### src/logic/cpu_pkg.sv
// Execution core package: data and register types, opcode and ALU-op encodings, field positions
`default_nettype none

package cpu_pkg;

    typedef logic [31:0] data_t;
    typedef logic [3:0]  reg_addr_t;

    // Instruction class in bits 31 to 28
    typedef enum logic [3:0] {
        op_nop       = 4'b0000,
        op_alu_reg   = 4'b0001,
        op_alu_const = 4'b0010
    } opcode_t;

    // ALU function in bits 27 to 24
    // Load and load-high share the 110x pattern
    typedef enum logic [3:0] {
        alu_or      = 4'b0000,
        alu_and     = 4'b0001,
        alu_xor     = 4'b0010,
        alu_add     = 4'b0011,
        alu_sub     = 4'b0100,
        alu_shiftl  = 4'b0101,
        alu_shiftr  = 4'b0110,
        alu_not     = 4'b0111,
        alu_load    = 4'b1100,
        alu_loadhi  = 4'b1101
    } alu_op_t;

    // Instruction field positions
    localparam int opcode_lsb = 28;
    localparam int alu_op_lsb = 24;
    localparam int const_msb  = 23;
    localparam int const_lsb  = 8;

    // Breg overlaps the low nibble of the constant
    localparam int breg_lsb   = 8;
    localparam int areg_lsb   = 4;
    localparam int dreg_lsb   = 0;

    // Size of the register bank
    localparam int num_regs   = 16;

endpackage

`default_nettype wire

### src/logic/operand_if.sv
// Decoded operand bundle passed from the decode stage to the execute stage
`default_nettype none

interface operand_if;
    import cpu_pkg::*;

    logic      valid;
    alu_op_t   alu_op;
    // Source numbers kept for the forwarding compare
    reg_addr_t areg;
    reg_addr_t breg;
    reg_addr_t dreg;
    data_t     data_a;
    data_t     data_b;
    // Constant already extended to a full word
    data_t     const_val;
    logic      use_const;

    modport decode (
        output valid, alu_op, areg, breg, dreg, data_a, data_b, const_val, use_const
    );

    modport execute (
        input valid, alu_op, areg, breg, dreg, data_a, data_b, const_val, use_const
    );

endinterface

`default_nettype wire

### src/logic/result_if.sv
// Result register contents shared by write-back, forwarding and the core outputs
`default_nettype none

interface result_if;
    import cpu_pkg::*;

    logic      valid;
    reg_addr_t dreg;
    data_t     data;

    // Driven by the execute stage result register
    modport source (
        output valid, dreg, data
    );

    // Register bank write port
    modport sink (
        input valid, dreg, data
    );

endinterface

`default_nettype wire

### src/logic/instr_decode.sv
// Decode stage: splits the instruction, extends the constant and registers the operands
`default_nettype none

module instr_decode (
    input  wire logic              clk,
    input  wire logic              reset,
    input  wire cpu_pkg::data_t    instr,
    input  wire logic              instr_valid,
    output cpu_pkg::reg_addr_t     rd_addr_a,
    output cpu_pkg::reg_addr_t     rd_addr_b,
    input  wire cpu_pkg::data_t    rd_data_a,
    input  wire cpu_pkg::data_t    rd_data_b,
    operand_if.decode              opnd
);
    import cpu_pkg::*;

    logic [3:0]     opcode_bits;
    alu_op_t        alu_op;
    logic [15:0]    const16;
    reg_addr_t      dreg;
    logic           is_alu;
    logic           zero_ext;
    data_t          const_ext;

    // Field extraction
    assign opcode_bits = instr[opcode_lsb +: 4];
    assign alu_op      = alu_op_t'(instr[alu_op_lsb +: 4]);
    assign const16     = instr[const_msb:const_lsb];
    assign dreg        = instr[dreg_lsb +: 4];

    // Bank read happens on the same edge that loads the decode register
    assign rd_addr_a   = instr[areg_lsb +: 4];
    assign rd_addr_b   = instr[breg_lsb +: 4];

    // Unknown opcodes behave like nop
    assign is_alu = (opcode_bits == op_alu_reg) || (opcode_bits == op_alu_const);

    // Load and load-high take the constant unsigned
    assign zero_ext  = (alu_op == alu_load) || (alu_op == alu_loadhi);
    assign const_ext = zero_ext ? {16'h0000, const16} : {{16{const16[15]}}, const16};

    // Only a known ALU op aimed at a real register produces a result
    always_ff @(posedge clk)
    begin
        if (reset)
        begin
            opnd.valid <= 1'b0;
        end
        else
        begin
            opnd.valid <= instr_valid && is_alu && (dreg != '0);
        end
    end

    // Payload fields, meaningful only while valid is high
    always_ff @(posedge clk)
    begin
        opnd.alu_op    <= alu_op;
        opnd.areg      <= rd_addr_a;
        opnd.breg      <= rd_addr_b;
        opnd.dreg      <= dreg;
        opnd.const_val <= const_ext;
        opnd.use_const <= (opcode_bits == op_alu_const);
    end

    // Register values arrive already clocked by the bank
    assign opnd.data_a = rd_data_a;
    assign opnd.data_b = rd_data_b;

endmodule

`default_nettype wire

### src/logic/reg_file.sv
// Sixteen-word register bank with write-first reads and register zero tied to zero
`default_nettype none

module reg_file (
    input  wire logic               clk,
    input  wire logic               reset,
    input  wire cpu_pkg::reg_addr_t rd_addr_a,
    input  wire cpu_pkg::reg_addr_t rd_addr_b,
    output cpu_pkg::data_t          rd_data_a,
    output cpu_pkg::data_t          rd_data_b,
    result_if.sink                  wr
);
    import cpu_pkg::*;

    data_t regs [num_regs];

    // Read value with bypass of the write in this cycle
    function automatic data_t read_word(input reg_addr_t addr);
        data_t word;
        if (addr == '0)
            word = '0;
        else if (wr.valid && (wr.dreg == addr))
            word = wr.data;
        else
            word = regs[addr];
        return word;
    endfunction

    always_ff @(posedge clk)
    begin
        if (reset)
        begin
            for (int i = 0; i < num_regs; i++)
            begin
                regs[i] <= '0;
            end
            rd_data_a <= '0;
            rd_data_b <= '0;
        end
        else
        begin
            // Writes to register zero are dropped
            if (wr.valid && (wr.dreg != '0))
            begin
                regs[wr.dreg] <= wr.data;
            end
            rd_data_a <= read_word(rd_addr_a);
            rd_data_b <= read_word(rd_addr_b);
        end
    end

endmodule

`default_nettype wire

### src/logic/alu.sv
// Combinational ALU for logic, arithmetic, shift and load operations
`default_nettype none

module alu (
    input  wire cpu_pkg::alu_op_t op,
    input  wire cpu_pkg::data_t   a,
    input  wire cpu_pkg::data_t   b,
    output cpu_pkg::data_t        y
);
    import cpu_pkg::*;

    always_comb
    begin
        case (op)
            alu_or:
            begin
                y = a | b;
            end
            alu_and:
            begin
                y = a & b;
            end
            alu_xor:
            begin
                y = a ^ b;
            end
            alu_add:
            begin
                y = a + b;
            end
            alu_sub:
            begin
                y = a - b;
            end
            // Shift amount from the low five bits of b
            alu_shiftl:
            begin
                y = a << b[4:0];
            end
            alu_shiftr:
            begin
                y = a >> b[4:0];
            end
            alu_not:
            begin
                y = ~a;
            end
            alu_load:
            begin
                y = b;
            end
            // Upper half from b, lower half of a kept
            alu_loadhi:
            begin
                y = {b[15:0], a[15:0]};
            end
            default:
            begin
                y = '0;
            end
        endcase
    end

endmodule

`default_nettype wire

### src/logic/execute_stage.sv
// Execute stage: operand forwarding, ALU and the result register
`default_nettype none

module execute_stage (
    input  wire logic   clk,
    input  wire logic   reset,
    operand_if.execute  opnd,
    result_if.source    res
);
    import cpu_pkg::*;

    logic   fwd_a;
    logic   fwd_b;
    data_t  op_a;
    data_t  op_b;
    data_t  alu_y;

    // Forward when the instruction just ahead writes a source register
    // Register zero never matches since decode drops dreg zero
    assign fwd_a = res.valid && (res.dreg == opnd.areg);
    assign fwd_b = res.valid && (res.dreg == opnd.breg);

    assign op_a = fwd_a ? res.data : opnd.data_a;

    // Constant takes priority over the b register
    always_comb
    begin
        if (opnd.use_const)
        begin
            op_b = opnd.const_val;
        end
        else if (fwd_b)
        begin
            op_b = res.data;
        end
        else
        begin
            op_b = opnd.data_b;
        end
    end

    alu i_alu (
        .op (opnd.alu_op),
        .a  (op_a),
        .b  (op_b),
        .y  (alu_y)
    );

    always_ff @(posedge clk)
    begin
        if (reset)
        begin
            res.valid <= 1'b0;
        end
        else
        begin
            res.valid <= opnd.valid;
        end
    end

    // Result payload
    always_ff @(posedge clk)
    begin
        res.dreg <= opnd.dreg;
        res.data <= alu_y;
    end

endmodule

`default_nettype wire

### src/logic/cpu_core.sv
// Three-stage integer execution core: decode, execute and register write-back
`default_nettype none

module cpu_core (
    input  wire logic              clk,
    input  wire logic              reset,
    input  wire cpu_pkg::data_t    instr,
    input  wire logic              instr_valid,
    output logic                   result_valid,
    output cpu_pkg::reg_addr_t     result_reg,
    output cpu_pkg::data_t         result_data
);
    import cpu_pkg::*;

    reg_addr_t  rd_addr_a;
    reg_addr_t  rd_addr_b;
    data_t      rd_data_a;
    data_t      rd_data_b;

    operand_if opnd_bus ();
    result_if  res_bus ();

    instr_decode i_instr_decode (
        .clk         (clk),
        .reset       (reset),
        .instr       (instr),
        .instr_valid (instr_valid),
        .rd_addr_a   (rd_addr_a),
        .rd_addr_b   (rd_addr_b),
        .rd_data_a   (rd_data_a),
        .rd_data_b   (rd_data_b),
        .opnd        (opnd_bus.decode)
    );

    reg_file i_reg_file (
        .clk       (clk),
        .reset     (reset),
        .rd_addr_a (rd_addr_a),
        .rd_addr_b (rd_addr_b),
        .rd_data_a (rd_data_a),
        .rd_data_b (rd_data_b),
        .wr        (res_bus.sink)
    );

    execute_stage i_execute_stage (
        .clk   (clk),
        .reset (reset),
        .opnd  (opnd_bus.execute),
        .res   (res_bus.source)
    );

    // Every bank write is visible on the result ports
    assign result_valid = res_bus.valid;
    assign result_reg   = res_bus.dreg;
    assign result_data  = res_bus.data;

endmodule

`default_nettype wire

### config.mk
export PLATFORM = sky130hd
export DESIGN_NAME = cpu_core
export DESIGN_NICKNAME = d
export VERILOG_FILES = /design/src/logic/cpu_pkg.sv /design/src/logic/operand_if.sv /design/src/logic/result_if.sv /design/src/logic/instr_decode.sv /design/src/logic/reg_file.sv /design/src/logic/alu.sv /design/src/logic/execute_stage.sv /design/src/logic/cpu_core.sv
export SDC_FILE = /design/constraint.sdc
export NUM_CORES = 2
export LEC_CHECK = 0
export ABC_CLOCK_PERIOD_IN_PS = 6300
export BUFFER_PORTS_ARGS = -buffer_cell sky130_fd_sc_hd__buf_2
export CAP_MARGIN = 20
export CORE_AREA = 2 2 287 289
export CTS_CLUSTER_SIZE = 25
export DETAILED_ROUTE_END_ITERATION = 16
export DIE_AREA = 0 0 289 291
export PLACE_DENSITY = 0.65
export SYNTH_ARGS = -nofsm -noshare
export SYNTH_HDL_FRONTEND = slang
export SYNTH_SLANG_ARGS = --single-unit
export TNS_END_PERCENT = 5
### constraint.sdc
create_clock -name clk -period 6.3 [get_ports clk]
set_input_delay 0.63 -clock clk [delete_from_list [all_inputs] [get_ports clk]]
set_output_delay 0.63 -clock clk [all_outputs]
set_load 0.03 [all_outputs]
==> results.toml <==
[power]
total_leakage_power_nw = 17.3
p_comb_share_pct = 23.2
internal_power_w = 0.00830
p_clk_share_pct = 36.2
pwr_density_cell_nw_per_um2 = 276
power_w = 0.0124
ir_drop_uv = 214
seq_power_share_pct = 40.6
switchingPower_w = 0.00405
p_sw_share_pct = 32.8

[floorplanning]
start_util_pct = 49.5
fp.dieW_um = 289
die_area_um2 = 84100
dieHeight_um = 291
rows = 105
core_um2 = 81200
io_pins = 72

[setup_path]
critical-path-max-stage-delay_ps = 490
criticalPathCategory = "flip-flop to flip-flop"
crit_required_ps = 6780
cp.arrival_ps = 6430
crit_fanout = 15
crit_chain = "xnor2_1 > nand2_2 > or4_1 > a31oi_2 > buf_4 > and4b_2 > nand4_4 > nor2_1 > nand4_1 > o21ai_0 > xnor2_1 > ha_1 > and3_1 > a32oi_1 > and4b_1 > nor2_1 > o22ai_1 > o21ai_0 > nor4b_1 > or4_1"
path_buf_inv = 1
critPathCaptureType = "flip-flop"
path_delay_family = "simple AND/OR/NAND/NOR gates"
slowest_stage = "or4_1"
cp-start-kind = "flip-flop"

[status]
status = "finished clean"

[grt]
grtUsageMet2_pct = 58.3
busiest_layer = "met2"
met1_usage_pct = 52.7
grtUsageTotal_pct = 38.4
grt_max_degree = 116
grt_util_met3_pct = 8.20
first_global_vias = 30300
grt_overflow_total = 0
grt_pass1_wl_mm = 228
antenna_found_initial = 9

[clock_tree]
clockBufferDepth = 3
cts_tree = "done"
h-tree-depth = 3
post_cts_buffers = 0
cts.sinks = 644
cts_buffers = 76
root_buffer = "clkbuf_16"
clk_latency_ps = 660
path_clk_slew_ps = 60

[yosys]
syn_inst = 3336
ys_async_sr_fraction_pct = 0
yosys_warnings = 0
yosysTopAreaCellShare_pct = 38.3
synth_edf_count = 512
ys_seq_area_share_pct = 44.9
syn_area_um2 = 40200
synth.avg_cell_area_um2 = 12.0
yosysTopAreaCell = "edfxtp_1"
synth_cell_type_count = 97
synth_area_leaders = "edfxtp_1, mux4_2, and2_1"
ys_ff_latch = 644
ys.flop_type = "edfxtp_1"

[worst_hold_path]
hold_path_class = "input pin to flip-flop"

[sta]
setup_viol = 0
tightest_slew_ps = 1110
skew_ps = 50.7
slew_violations = 0
fin_tns_setup_ps = 0
min_period_ps = 5950
report.final.hold_viol_count = 0
slew_headroom_pct = 24.2
period_share_pct = 94.5
max_freq_mhz = 168
rsz0062_at_grt = "no"

[cells_and_area]
num-nets-final = 3489
layout-drive-gt1-share_pct = 22.3
fillCellCount = 6775
utilization_pct = 55.1
final_cells = 4490
syn_to_final_growth_pct = 11.4

[placement]
gpl.final_weighted_congestion = 1.04
io_buffers = 71
placedCellCount = 4347
place_hpwl_mm = 109

[routing]
avgRoutedWirePerCell_um = 35.9
vias = 30800
wl_mm = 161
dr.pass1.iters = 7
antenna_left = 0
vias_per_cell = 6.87
drtIter0Drc = 4249
route.detailed.drc = 0

[run]
cap_violations = 0
layer usage:
metal	vias to the layer above	share of wire (%)
li1	12700	-
met1	15600	38
met2	2103	45
met3	434	11
met4	0	5.6
met5	-	0
metrics by stage:
stage / cell area (um^2) / hold slack (ps) / setup slack (ps)
detailed placement: 42200 / 382 / 367
global route: 44700 / 68.4 / 17.3
global placement: 42100 / 389 / 559
CTS: 44700 / 56.3 / 330
floorplan: 40300 / 310 / 800
finish: 44700 / 80.7 / 349
registers in the layout, summed over array words and instances, names as in the netlist, 14 cells and up:
name,flops
i_execute_stage.res.data,32
i_instr_decode.opnd.const_val,14
i_reg_file.rd_data_a,32
i_reg_file.rd_data_b,32
i_reg_file.regs,512
power by group through the flow:
stage,Sequential (W),Combinational [W],Clock (W)
final,0.00501,0.00287,0.00447
after global routing,0.00502,0.00298,0.00466
after CTS,0.00500,0.00279,0.00450
after detailed placement,0.00508,0.00278,0
after global placement,0.00507,0.00277,0
after floorplan,0.00504,0.00167,0
Yosys cell counts, drive strengths merged (15+ instances only):
library cell and number:
edfxtp 512, and2 495, mux4 322, clkbuf 215
nor2 205, nand2 170, mux2i 151, o21ai 137
dfxtp 132, a21oi 103, buf 98, ha 96
nand3 76, inv 75, xnor2 51, o211ai 42
a221oi 38, nor3 38, a211oi 29, a22oi 28
mux2 25, a31oi 22, o221ai 21, xor2 21
a21o 15, a221o 15
logic make-up after synthesis:
family | synth area share [%]
mux | 22.6
fa+ha+maj | 3.04
simple gates | 14.3
buf+inv | 3.96
other cells | 0.00934
flops | 44.9
compound gates | 9.71
xor+xnor | 1.61
repair_timing:
action,CTS,global route
resized for setup,0,3
hold buffers,0,0
endpoints found under the setup margin,0,2
worst paths after layout:
check                                          end  slack, ps  cells past startpoint                         from
setup / recovery      i_execute_stage.res.data[29]        350                     20  i_execute_stage.res.dreg[1]
setup reg to reg      i_execute_stage.res.data[29]        350                     20  i_execute_stage.res.dreg[1]
hold reg to reg        i_execute_stage.res.dreg[3]        410                      0  i_instr_decode.opnd.dreg[3]
hold / removal    i_instr_decode.opnd.const_val[6]         80                      1                    instr[14]
cells in the final DEF, fill, tap and decap left out, types with 40 or more instances in the layout:
| master | netlist | routed |
|---|---|---|
| a21oi_1 | 102 | 102 |
| nand3_1 | 76 | 76 |
| buf_2 | 35 | 68 |
| o21ai_0 | 132 | 120 |
| o211ai_1 | 40 | 40 |
| ha_1 | 96 | 96 |
| nand2_1 | 167 | 164 |
| dfxtp_1 | 132 | 131 |
| clkbuf_16 | 0 | 77 |
| and2_1 | 494 | 493 |
| xnor2_1 | 49 | 49 |
| nor2_1 | 203 | 190 |
| edfxtp_1 | 512 | 512 |
| buf_4 | 9 | 147 |
| inv_1 | 72 | 72 |
| mux2i_1 | 148 | 148 |
| mux4_2 | 322 | 322 |
layout make-up:
type | instances | area [um^2] | area share, %
diodes | 2 | 5.00 | 0.0112
clock buffers | 101 | 2030 | 4.53
clock inverters | 38 | 455 | 1.02
inverters | 76 | 285 | 0.638
multi-input cells | 2334 | 21000 | 46.9
flip-flops and latches | 644 | 18000 | 40.3
well taps | 1070 | 1340 | 2.99
repair buffers | 225 | 1610 | 3.61
No activity file was read; power rests on OpenSTA's default activity.
